[src/common/rv_core_pkg.sv]
package rv_core_pkg;

  // ----------------------------------------------------------
  // Data path
  // ----------------------------------------------------------

  localparam int XLEN = 32;

  typedef logic [XLEN-1:0] word_t;

  // First fetch address out of reset
  localparam word_t RESET_PC = 32'h0000_0000;

  // Architectural registers, x0 included
  localparam int NUM_REGS = 32;

  // One strobe bit per byte lane
  localparam int STRB_W = XLEN / 8;

  // ----------------------------------------------------------
  // Execute controls
  // ----------------------------------------------------------

  typedef enum logic [2:0] {
    ALU_ADD    = 3'd0,
    ALU_SUB    = 3'd1,
    ALU_AND    = 3'd2,
    ALU_OR     = 3'd3,
    ALU_XOR    = 3'd4,
    ALU_SLT    = 3'd5,
    ALU_PASS_B = 3'd6
  } alu_op_e;

  // Write-back source
  typedef enum logic [1:0] {
    RES_ALU = 2'd0,
    RES_MEM = 2'd1,
    RES_PC4 = 2'd2
  } res_src_e;

endpackage

[src/common/rv_isa_pkg.sv]
package rv_isa_pkg;

  // ----------------------------------------------------------
  // Major opcodes of the supported RV32I subset
  // ----------------------------------------------------------

  typedef enum logic [6:0] {
    OP_RTYPE  = 7'b0110011,
    OP_ITYPE  = 7'b0010011,
    OP_LUI    = 7'b0110111,
    OP_LOAD   = 7'b0000011,
    OP_STORE  = 7'b0100011,
    OP_BRANCH = 7'b1100011,
    OP_JAL    = 7'b1101111,
    OP_SYSTEM = 7'b1110011
  } opcode_e;

  // ALU funct3 values (R-type and ADDI)
  localparam logic [2:0] F3_ADD_SUB = 3'b000;
  localparam logic [2:0] F3_SLT     = 3'b010;
  localparam logic [2:0] F3_XOR     = 3'b100;
  localparam logic [2:0] F3_OR      = 3'b110;
  localparam logic [2:0] F3_AND     = 3'b111;

  // Branch funct3 values
  localparam logic [2:0] F3_BEQ = 3'b000;
  localparam logic [2:0] F3_BNE = 3'b001;

  // Only word-sized loads and stores
  localparam logic [2:0] F3_WORD = 3'b010;

  // funct7 that turns ADD into SUB
  localparam logic [6:0] FUNCT7_SUB = 7'b0100000;

  // EBREAK is a single fixed encoding in the SYSTEM space
  localparam logic [31:0] EBREAK_INSTR = 32'h0010_0073;

  // Trap causes seen by the execute stage
  typedef enum logic [1:0] {
    TRAP_NONE          = 2'd0,
    TRAP_INSTR_INVALID = 2'd1,
    TRAP_MISALIGNED    = 2'd2
  } trap_code_e;

  // ----------------------------------------------------------
  // Register address fields
  // ----------------------------------------------------------

  localparam int REG_AW  = 5;
  localparam int RD_LSB  = 7;
  localparam int RS1_LSB = 15;
  localparam int RS2_LSB = 20;

endpackage

[src/common/rv_ctrl_if.sv]
`timescale 1ns/100ps

interface rv_ctrl_if;
  import rv_isa_pkg::*;
  import rv_core_pkg::*;

  // ALU setup
  alu_op_e           alu_op;
  logic              alu_b_imm;
  // Write-back
  res_src_e          res_src;
  logic              reg_write;
  logic [REG_AW-1:0] rd;
  // Data memory
  logic              mem_read;
  logic              mem_write;
  // Control flow
  logic              is_branch;
  logic              branch_ne;
  logic              is_jal;
  // Selected immediate for this format
  word_t             imm;
  // Encoding outside the supported subset
  logic              illegal;

  modport decode (
    output alu_op, alu_b_imm, res_src, reg_write, mem_read, mem_write,
           is_branch, branch_ne, is_jal, imm, rd, illegal
  );

  modport execute (
    input alu_op, alu_b_imm, res_src, reg_write, mem_read, mem_write,
          is_branch, branch_ne, is_jal, imm, rd, illegal
  );

endinterface

[src/decode/rv_decode.sv]
`timescale 1ns/100ps

module rv_decode (
  input  rv_core_pkg::word_t            instr,
  input  logic                          halt,
  output logic [rv_isa_pkg::REG_AW-1:0] rs1_addr,
  output logic [rv_isa_pkg::REG_AW-1:0] rs2_addr,
  output logic                          ebreak_hit,
  rv_ctrl_if.decode                     ctrl
);
  import rv_isa_pkg::*;
  import rv_core_pkg::*;

  opcode_e    opcode;
  logic [2:0] funct3;
  logic [6:0] funct7;
  logic       is_ebreak;
  word_t      imm_i;
  word_t      imm_s;
  word_t      imm_b;
  word_t      imm_j;
  word_t      imm_u;

  // ----------------------------------------------------------
  // Instruction fields
  // ----------------------------------------------------------

  assign opcode = opcode_e'(instr[6:0]);
  assign funct3 = instr[14:12];
  assign funct7 = instr[31:25];

  assign rs1_addr = instr[RS1_LSB +: REG_AW];
  assign rs2_addr = instr[RS2_LSB +: REG_AW];
  assign ctrl.rd  = instr[RD_LSB +: REG_AW];

  // EBREAK stops the core but is not a trap
  assign is_ebreak  = (instr == EBREAK_INSTR);
  assign ebreak_hit = is_ebreak && !halt;

  // ----------------------------------------------------------
  // Immediates, all sign extended from bit 31
  // ----------------------------------------------------------

  assign imm_i = {{20{instr[31]}}, instr[31:20]};
  assign imm_s = {{20{instr[31]}}, instr[31:25], instr[11:7]};
  // B and J offsets are in half-words so bit 0 is always zero
  assign imm_b = {{19{instr[31]}}, instr[31], instr[7], instr[30:25], instr[11:8], 1'b0};
  assign imm_j = {{11{instr[31]}}, instr[31], instr[19:12], instr[20], instr[30:21], 1'b0};
  assign imm_u = {instr[31:12], 12'h000};

  // ----------------------------------------------------------
  // Control decode
  // ----------------------------------------------------------

  always_comb begin
    // Idle bundle unless an opcode below claims it
    ctrl.alu_op    = ALU_ADD;
    ctrl.alu_b_imm = 1'b0;
    ctrl.res_src   = RES_ALU;
    ctrl.reg_write = 1'b0;
    ctrl.mem_read  = 1'b0;
    ctrl.mem_write = 1'b0;
    ctrl.is_branch = 1'b0;
    ctrl.branch_ne = 1'b0;
    ctrl.is_jal    = 1'b0;
    ctrl.imm       = '0;
    ctrl.illegal   = 1'b0;

    case (opcode)
      OP_RTYPE: begin
        ctrl.reg_write = 1'b1;
        if ((funct7 == FUNCT7_SUB) && (funct3 == F3_ADD_SUB)) begin
          ctrl.alu_op = ALU_SUB;
        end else if (funct7 != 7'b0000000) begin
          ctrl.illegal = 1'b1;
        end else begin
          case (funct3)
            F3_ADD_SUB: ctrl.alu_op = ALU_ADD;
            F3_SLT:     ctrl.alu_op = ALU_SLT;
            F3_XOR:     ctrl.alu_op = ALU_XOR;
            F3_OR:      ctrl.alu_op = ALU_OR;
            F3_AND:     ctrl.alu_op = ALU_AND;
            default:    ctrl.illegal = 1'b1;
          endcase
        end
      end
      // ADDI only
      OP_ITYPE: begin
        ctrl.reg_write = 1'b1;
        ctrl.alu_b_imm = 1'b1;
        ctrl.imm       = imm_i;
        ctrl.illegal   = (funct3 != F3_ADD_SUB);
      end
      // LUI passes the U immediate straight through the ALU
      OP_LUI: begin
        ctrl.reg_write = 1'b1;
        ctrl.alu_b_imm = 1'b1;
        ctrl.alu_op    = ALU_PASS_B;
        ctrl.imm       = imm_u;
      end
      OP_LOAD: begin
        ctrl.reg_write = 1'b1;
        ctrl.mem_read  = 1'b1;
        ctrl.alu_b_imm = 1'b1;
        ctrl.res_src   = RES_MEM;
        ctrl.imm       = imm_i;
        ctrl.illegal   = (funct3 != F3_WORD);
      end
      OP_STORE: begin
        ctrl.mem_write = 1'b1;
        ctrl.alu_b_imm = 1'b1;
        ctrl.imm       = imm_s;
        ctrl.illegal   = (funct3 != F3_WORD);
      end
      OP_BRANCH: begin
        ctrl.is_branch = 1'b1;
        ctrl.imm       = imm_b;
        case (funct3)
          F3_BEQ:  ctrl.branch_ne = 1'b0;
          F3_BNE:  ctrl.branch_ne = 1'b1;
          default: ctrl.illegal = 1'b1;
        endcase
      end
      // Link register gets pc + 4
      OP_JAL: begin
        ctrl.is_jal    = 1'b1;
        ctrl.reg_write = 1'b1;
        ctrl.res_src   = RES_PC4;
        ctrl.imm       = imm_j;
      end
      // Nothing but EBREAK lives here
      OP_SYSTEM: ctrl.illegal = !is_ebreak;
      default:   ctrl.illegal = 1'b1;
    endcase
  end

endmodule

[src/logic/rv_core.sv]
`timescale 1ns/100ps

module rv_core (
  input  logic                           clk,
  input  logic                           rst_n,
  // Instruction memory
  output logic                           imem_ren,
  output rv_core_pkg::word_t             imem_raddr,
  input  rv_core_pkg::word_t             imem_rdata,
  // Data memory reads
  output logic                           dmem_ren,
  output rv_core_pkg::word_t             dmem_raddr,
  input  rv_core_pkg::word_t             dmem_rdata,
  // Data memory writes
  output logic                           dmem_we,
  output rv_core_pkg::word_t             dmem_waddr,
  output rv_core_pkg::word_t             dmem_wdata,
  output logic [rv_core_pkg::STRB_W-1:0] dmem_wstrb,
  // Sticky status
  output logic                           ebreak,
  output logic                           trap
);
  import rv_isa_pkg::*;
  import rv_core_pkg::*;

  // PC control
  word_t pc;
  word_t pc_plus4;
  logic  halt;

  // Execute back to PC control
  logic  redirect;
  word_t redirect_target;
  logic  ebreak_hit;
  logic  trap_hit;

  // Register file ports
  logic [REG_AW-1:0] rs1_addr;
  logic [REG_AW-1:0] rs2_addr;
  word_t             rs1_data;
  word_t             rs2_data;
  logic              rd_we;
  word_t             rd_data;

  // Decoded control bundle
  rv_ctrl_if ctrl_if ();

  // Fetch address is the current PC
  assign imem_raddr = pc;

  // ----------------------------------------------------------
  // Single-cycle chain
  // ----------------------------------------------------------

  rv_pc_ctrl pc_ctrl0 (
    .clk             (clk),
    .rst_n           (rst_n),
    .redirect        (redirect),
    .redirect_target (redirect_target),
    .ebreak_hit      (ebreak_hit),
    .trap_hit        (trap_hit),
    .pc              (pc),
    .pc_plus4        (pc_plus4),
    .halt            (halt),
    .imem_ren        (imem_ren),
    .ebreak          (ebreak),
    .trap            (trap)
  );

  rv_decode decode0 (
    .instr      (imem_rdata),
    .halt       (halt),
    .rs1_addr   (rs1_addr),
    .rs2_addr   (rs2_addr),
    .ebreak_hit (ebreak_hit),
    .ctrl       (ctrl_if)
  );

  // Destination register comes straight from the decoded bundle
  rv_regfile regfile0 (
    .clk      (clk),
    .rs1_addr (rs1_addr),
    .rs2_addr (rs2_addr),
    .rd_addr  (ctrl_if.rd),
    .rd_we    (rd_we),
    .rd_data  (rd_data),
    .rs1_data (rs1_data),
    .rs2_data (rs2_data)
  );

  rv_execute execute0 (
    .ctrl            (ctrl_if),
    .rs1_data        (rs1_data),
    .rs2_data        (rs2_data),
    .pc              (pc),
    .pc_plus4        (pc_plus4),
    .dmem_rdata      (dmem_rdata),
    .halt            (halt),
    .rd_we           (rd_we),
    .rd_data         (rd_data),
    .redirect        (redirect),
    .redirect_target (redirect_target),
    .trap_hit        (trap_hit),
    .dmem_ren        (dmem_ren),
    .dmem_raddr      (dmem_raddr),
    .dmem_we         (dmem_we),
    .dmem_waddr      (dmem_waddr),
    .dmem_wdata      (dmem_wdata),
    .dmem_wstrb      (dmem_wstrb)
  );

endmodule

[src/logic/rv_execute.sv]
`timescale 1ns/100ps

module rv_execute (
  rv_ctrl_if.execute                     ctrl,
  input  rv_core_pkg::word_t             rs1_data,
  input  rv_core_pkg::word_t             rs2_data,
  input  rv_core_pkg::word_t             pc,
  input  rv_core_pkg::word_t             pc_plus4,
  input  rv_core_pkg::word_t             dmem_rdata,
  input  logic                           halt,
  output logic                           rd_we,
  output rv_core_pkg::word_t             rd_data,
  output logic                           redirect,
  output rv_core_pkg::word_t             redirect_target,
  output logic                           trap_hit,
  output logic                           dmem_ren,
  output rv_core_pkg::word_t             dmem_raddr,
  output logic                           dmem_we,
  output rv_core_pkg::word_t             dmem_waddr,
  output rv_core_pkg::word_t             dmem_wdata,
  output logic [rv_core_pkg::STRB_W-1:0] dmem_wstrb
);
  import rv_isa_pkg::*;
  import rv_core_pkg::*;

  word_t      alu_b;
  word_t      alu_result;
  word_t      jb_target;
  logic       operands_eq;
  logic       take_jump;
  logic       addr_misaligned;
  logic       target_misaligned;
  logic       commit;
  trap_code_e trap_code;

  // ----------------------------------------------------------
  // ALU
  // ----------------------------------------------------------

  assign alu_b = ctrl.alu_b_imm ? ctrl.imm : rs2_data;

  always_comb begin
    case (ctrl.alu_op)
      ALU_ADD:    alu_result = rs1_data + alu_b;
      ALU_SUB:    alu_result = rs1_data - alu_b;
      ALU_AND:    alu_result = rs1_data & alu_b;
      ALU_OR:     alu_result = rs1_data | alu_b;
      ALU_XOR:    alu_result = rs1_data ^ alu_b;
      // Signed compare, result is 0 or 1
      ALU_SLT:    alu_result = {{(XLEN-1){1'b0}}, ($signed(rs1_data) < $signed(alu_b))};
      ALU_PASS_B: alu_result = alu_b;
      default:    alu_result = '0;
    endcase
  end

  // ----------------------------------------------------------
  // Branches and jumps
  // ----------------------------------------------------------

  assign operands_eq = (rs1_data == rs2_data);

  // BNE inverts the equality test
  assign take_jump = (ctrl.is_branch && (operands_eq != ctrl.branch_ne)) || ctrl.is_jal;

  // Both B and J targets are pc relative
  assign jb_target = pc + ctrl.imm;

  // ----------------------------------------------------------
  // Traps
  // ----------------------------------------------------------

  // Word accesses need the two low address bits clear
  assign addr_misaligned = (ctrl.mem_read || ctrl.mem_write) && (alu_result[1:0] != 2'b00);

  // A half-word aligned jump target would fetch off the word grid
  assign target_misaligned = take_jump && (jb_target[1:0] != 2'b00);

  always_comb begin
    if (ctrl.illegal) begin
      trap_code = TRAP_INSTR_INVALID;
    end else if (addr_misaligned || target_misaligned) begin
      trap_code = TRAP_MISALIGNED;
    end else begin
      trap_code = TRAP_NONE;
    end
  end

  assign trap_hit = !halt && (trap_code != TRAP_NONE);

  // Instruction may change state only when running and not trapping
  assign commit = !halt && (trap_code == TRAP_NONE);

  assign redirect        = take_jump && commit;
  assign redirect_target = jb_target;

  // ----------------------------------------------------------
  // Data memory
  // ----------------------------------------------------------

  assign dmem_ren   = ctrl.mem_read && commit;
  assign dmem_raddr = alu_result;

  assign dmem_we    = ctrl.mem_write && commit;
  assign dmem_waddr = alu_result;
  assign dmem_wdata = rs2_data;
  // Word stores only
  assign dmem_wstrb = '1;

  // ----------------------------------------------------------
  // Write-back
  // ----------------------------------------------------------

  always_comb begin
    case (ctrl.res_src)
      RES_MEM: rd_data = dmem_rdata;
      RES_PC4: rd_data = pc_plus4;
      default: rd_data = alu_result;
    endcase
  end

  assign rd_we = ctrl.reg_write && commit;

  // Decode never marks one instruction as both load and store
  always_comb begin
    a_no_rw_overlap: assert (!((dmem_we === 1'b1) && (dmem_ren === 1'b1)));
  end

endmodule

[src/logic/rv_pc_ctrl.sv]
`timescale 1ns/100ps

module rv_pc_ctrl (
  input  logic               clk,
  input  logic               rst_n,
  input  logic               redirect,
  input  rv_core_pkg::word_t redirect_target,
  input  logic               ebreak_hit,
  input  logic               trap_hit,
  output rv_core_pkg::word_t pc,
  output rv_core_pkg::word_t pc_plus4,
  output logic               halt,
  output logic               imem_ren,
  output logic               ebreak,
  output logic               trap
);
  import rv_core_pkg::*;

  word_t pc_next;
  logic  halt_next;

  // ----------------------------------------------------------
  // Next PC
  // ----------------------------------------------------------

  assign pc_plus4 = pc + 32'd4;

  // Taken branch or JAL wins over sequential fetch
  assign pc_next = redirect ? redirect_target : pc_plus4;

  // Halt as soon as the current instruction stops the core
  assign halt_next = ebreak_hit || trap_hit || halt;

  // No fetch once halted
  assign imem_ren = !halt;

  // PC stays on the halting instruction
  always_ff @(posedge clk) begin
    if (!rst_n) begin
      pc <= RESET_PC;
    end else if (!halt_next) begin
      pc <= pc_next;
    end
  end

  // ----------------------------------------------------------
  // Halt and sticky status
  // ----------------------------------------------------------

  always_ff @(posedge clk) begin
    if (!rst_n) begin
      halt   <= 1'b0;
      ebreak <= 1'b0;
      trap   <= 1'b0;
    end else begin
      halt   <= halt_next;
      ebreak <= ebreak_hit || ebreak;
      trap   <= trap_hit || trap;
    end
  end

  // Redirect targets are checked in execute so fetch stays word aligned
  a_pc_aligned: assert property (@(posedge clk) disable iff (!rst_n) pc[1:0] == 2'b00);

endmodule

[src/logic/rv_regfile.sv]
`timescale 1ns/100ps

module rv_regfile (
  input  logic                          clk,
  input  logic [rv_isa_pkg::REG_AW-1:0] rs1_addr,
  input  logic [rv_isa_pkg::REG_AW-1:0] rs2_addr,
  input  logic [rv_isa_pkg::REG_AW-1:0] rd_addr,
  input  logic                          rd_we,
  input  rv_core_pkg::word_t            rd_data,
  output rv_core_pkg::word_t            rs1_data,
  output rv_core_pkg::word_t            rs2_data
);
  import rv_core_pkg::*;

  // Entry 0 is never written
  word_t regs [NUM_REGS];

  // ----------------------------------------------------------
  // Write port
  // ----------------------------------------------------------

  always_ff @(posedge clk) begin
    if (rd_we && (rd_addr != '0)) begin
      regs[rd_addr] <= rd_data;
    end
  end

  // ----------------------------------------------------------
  // Read ports
  // ----------------------------------------------------------

  // x0 reads as zero
  assign rs1_data = (rs1_addr == '0) ? '0 : regs[rs1_addr];
  assign rs2_data = (rs2_addr == '0) ? '0 : regs[rs2_addr];

endmodule

[config.mk]
export PLATFORM = sky130hd
export DESIGN_NAME = rv_core
export DESIGN_NICKNAME = d
export VERILOG_FILES = /design/src/common/rv_core_pkg.sv /design/src/common/rv_isa_pkg.sv /design/src/common/rv_ctrl_if.sv /design/src/decode/rv_decode.sv /design/src/logic/rv_core.sv /design/src/logic/rv_execute.sv /design/src/logic/rv_pc_ctrl.sv /design/src/logic/rv_regfile.sv
export SDC_FILE = /design/constraint.sdc
export NUM_CORES = 2
export LEC_CHECK = 0
export BUFFER_PORTS_ARGS = -buffer_cell sky130_fd_sc_hd__buf_2
export CORE_ASPECT_RATIO = 1.75
export CORE_MARGIN = 3
export CORE_UTILIZATION = 35
export DETAILED_ROUTE_END_ITERATION = 6
export GPL_TIMING_DRIVEN = 0
export PLACE_DENSITY = 0.62
export SLEW_MARGIN = 0
export SYNTH_ARGS = -nofsm -noshare
export SYNTH_HDL_FRONTEND = slang
export SYNTH_SLANG_ARGS = --single-unit
[constraint.sdc]
create_clock -name clk -period 15.6 [get_ports clk]
set_input_delay 0.78 -clock clk [delete_from_list [all_inputs] [get_ports clk]]
set_output_delay 0.78 -clock clk [all_outputs]
set_load 0.01 [all_outputs]
==> key figures <==
Power
  • Max VDD drop: between 0.09 and 0.1 mV
  • PnR Total Power: a little under 8 mW
  • Leakage: around 24 nW
  • Pwr dens: 112 nW/um^2

STA
  • Max-slew violation count: about 70
  • Final setup vio count: 0
  • Slew @ Worst Pin: 1.79 ns
  • Final-report hold violation count: 0
  • Worst slew margin: -0.193
  • Post-route setup TNS: 0 ns
  • Worst clock skew: about 0.11 ns
  • Final period util: 0.743
  • Post-route minimum period: 11.58 ns
  • RSZ-0062 raised after global routing: no
  • Fin worst setup slack: approximately 4 ns
  • FMAX: ~86 MHz

CTS
  • PostCTS Resize Cnt: 0
  • H-tree levels: 3
  • Clock sinks: around 1,100
  • CTS Hold Bufs: 0
  • Max Root-Sink Buffers: 3
  • Postcts setup bufs: 0
  • Clock transition at path regs: around 0.09 ns
  • TritonCTS clock tree: built
  • Root cell of the clock tree: clkbuf_16
  • CTS Buf Count: 93
  • Clk Latency, worst-skew pair: between 0.7 and 0.8 ns

Die
  • Die Area: ~170,000 sq um
  • Top Ports: 203
  • Core area: 168,000 sq um
  • Die X: roughly 320 um
  • Initial Utilization: 0.352
  • FP Rows: 199
  • Die height: about 550 um

Cells and area
  • Share of layout cells above drive strength 1: 0.273
  • Fill cells: around 15,000
  • Post-Route Utilization: 0.409
  • Fin nets: 4,828
  • Area of the multi-input gates: 25,500 sq um
  • Sequential cell area: approximately 31,000 sq um
  • Area growth syn-to-layout: 16.0%

Yosys
  • Sequential area share after synthesis: 0.531
  • Xor and xnor fraction of the mapped netlist area: 0.0138
  • Area contributors post-synth: edfxtp_1, mux4_2, mux2i_1, ha_1, a21oi_1
  • Post-Synth Adder-Cell Area: 0.0289
  • Yosys cell types: 93
  • Main combinational cell family by area after synthesis: multiplexers
  • Post-synth top flop: edfxtp_1
  • Syn. warnings: 0
  • Synth Area in Compound Gates: 0.104
  • Simple-gate share of the synthesized area: 0.0617
  • Post-synthesis mux area share: 0.215
  • Post-synth top area share: 0.519
  • Number of flops mapped to enable cells by yosys: 1,024
  • Mean post-synth cell area: approximately 14 sq um
  • Post-synth ARST share: 0
  • Synth area leader: edfxtp_1
  • Synth Register Bits: between 1,000 and 1,500
  • Syn Inst Count: a little over 4,000
  • Cell Area, Synth: between 50,000 and 60,000 sq um

Drt
  • DRC Markers: 23
  • Met1 Wirelength: just under 80,000 um
  • Met2 Routed Length: roughly 130,000 um
  • Top Metal Used: met5
  • Met3 WL: 28,200 um
  • Antenna-violating nets left: 0
  • Drt wl/cell: just under 40 um
  • Drt total wl: about 280,000 um
  • Via density: about 6.5
  • Drt first pass iters: 7
  • Initial DRC Count: 6,143
  • Total vias in the final route: 45,201

Global routing
  • GRT Total Usage: 0.314
  • Vias in the first global route: about 45,000
  • First-pass GRT wire length: between 300,000 and 400,000 um
  • Largest net degree at the start of global routing: 33
  • Initial antenna violation count: 26
  • Total congestion overflow: 0

Status
  • Outcome: finished with violations
  • Failing checks: DRC, capacitance limit, slew limit

Hold path
  • Hold Path Class: input pin to flip-flop
  • Cells on Worst Hold Path: 3

Setup path
  • CP Launch Type: input pin
  • WP data required: 16.01 ns
  • R2R depth: 21
  • CP endpoint kind: flip-flop
  • Crit Path Category: input pin to flip-flop
  • Worst Path Max Fanout: 10
  • WP data arrival: 12.00 ns

Place
  • Number of port buffers: between 150 and 200
  • Placer Congestion: 1.03
  • Final HPWL DP: between 200,000 and 250,000 um
  • Place WS: between 3 and 4 ns

Run
  • MaxCap Viol Count: 5
[report_power, final]
group,internal (mW),total (mW),switching (mW)
clock network,1.23,2.39,1.16
logic,0.556,1.84,1.28
registers,3.47,3.48,0.0118
total,5.26,7.72,2.46
[layer usage]
| layer | track usage | vias to the layer above |
|---|---|---|
| met5 | 0.00277 | - |
| met4 | 0.349 | 22 |
| met3 | 0.0980 | 1450 |
| met2 | 0.510 | 3660 |
| met1 | 0.295 | 22434 |
| li1 | - | 17635 |
[flip-flops by register name, indices dropped and copies added, names as in the netlist]
name and count:
pc_ctrl0.ebreak 1, pc_ctrl0.trap 1, regfile0.regs 1024, pc_ctrl0.halt 1, pc_ctrl0.pc 32
[synthesized netlist by cell type, drive strengths merged (12+ instances only)]
cell	count
inv	139
a221oi	17
a211o	18
nand3	53
o21a	52
clkbuf	132
buf	204
o211ai	73
or4	12
o22ai	55
o21bai	21
nor2	189
a21o	37
o21ai	140
mux2i	228
edfxtp	1024
or2	12
nand4	23
nand2b	23
mux2	77
o221ai	26
nand2	231
a211oi	42
a31oi	31
xor2	34
and3	27
dfxtp	35
a22o	21
a221o	21
mux4	425
o31ai	13
a2111oi	22
nor4	17
xnor2	59
ha	132
a22oi	57
nor3	76
or3	18
a21oi	191
and2	22
nor2b	27
[final timing paths]
check,start,end,slack [ns]
worst max register to register,regfile0.regs[21][22]$_DFFE_PP_,regfile0.regs[31][13]$_DFFE_PP_,5.83
worst max-delay path,imem_rdata[22],regfile0.regs[31][13]$_DFFE_PP_,4.02
worst min register to register,pc_ctrl0.ebreak$_SDFF_PN0_,pc_ctrl0.ebreak$_SDFF_PN0_,0.48
worst min-delay path,rst_n,pc_ctrl0.pc[10]$_SDFFE_PN0N_,0.46
[layout by cell type (no fill, tap or decap), drive strengths merged, types with 53 or more instances in the layout]
cell type	count
ha	132
nor3	76
o22ai	55
a21oi	191
clkbuf	243
buf	549
edfxtp	1024
nand2	231
mux2i	228
nand3	53
a22oi	57
o211ai	73
mux4	425
xnor2	59
inv	141
mux2	77
nor2	189
o21ai	140
[critical path: stages]
cell	delay [ns]
buf_2	0.14
clkinv_1	0.27
buf_2	0.66
clkbuf_1	1.01
clkbuf_1	1.11
mux2i_1	0.30
o22ai_1	0.11
nor2_1	0.51
o22ai_1	0.24
ha_1	0.37
fa_1	0.46
o21bai_1	0.15
a21oi_1	0.11
o21ai_0	0.56
a21oi_1	0.27
nor2_1	0.45
and3_1	0.36
nor4_1	0.14
o21bai_1	0.19
o21ai_1	0.40
o21ai_1	0.65
nand4_1	0.67
buf_2	0.45
nor3_2	0.73
buf_6	0.25
buf_6	0.16
buf_6	0.18
buf_6	0.19
[logic make-up (layout without fill, tap and decap cells)]
kind of cell	count (synthesis)	count (layout)
simple gates	754	754
flops	1059	1059
fa+ha+maj	135	135
buf+inv	478	1000
xor+xnor	93	93
mux	730	730
other cells	2	59
compound gates	900	900
[metrics by stage]
stage	instance area, sq um	hold slack [ns]	std cells
finish	68700	0.462	6941
global placement	63100	0.453	6584
global route	68700	0.467	6923
floorplan	59300	0.505	4185
detailed placement	65500	0.460	6739
CTS	68500	0.456	6914
[cell type report]
cell class / count / share of cell area
diodes: 23 / 0.000838
plain buffers: 336 / 0.0319
clock buffers: 109 / 0.0347
clock inverters: 66 / 0.00943
inverters: 142 / 0.00776
multi-input cells: 2648 / 0.372
flip-flops and latches: 1059 / 0.458
well taps: 2211 / 0.0403
repair buffers: 347 / 0.0457
No activity file was read; power rests on OpenSTA's default activity.
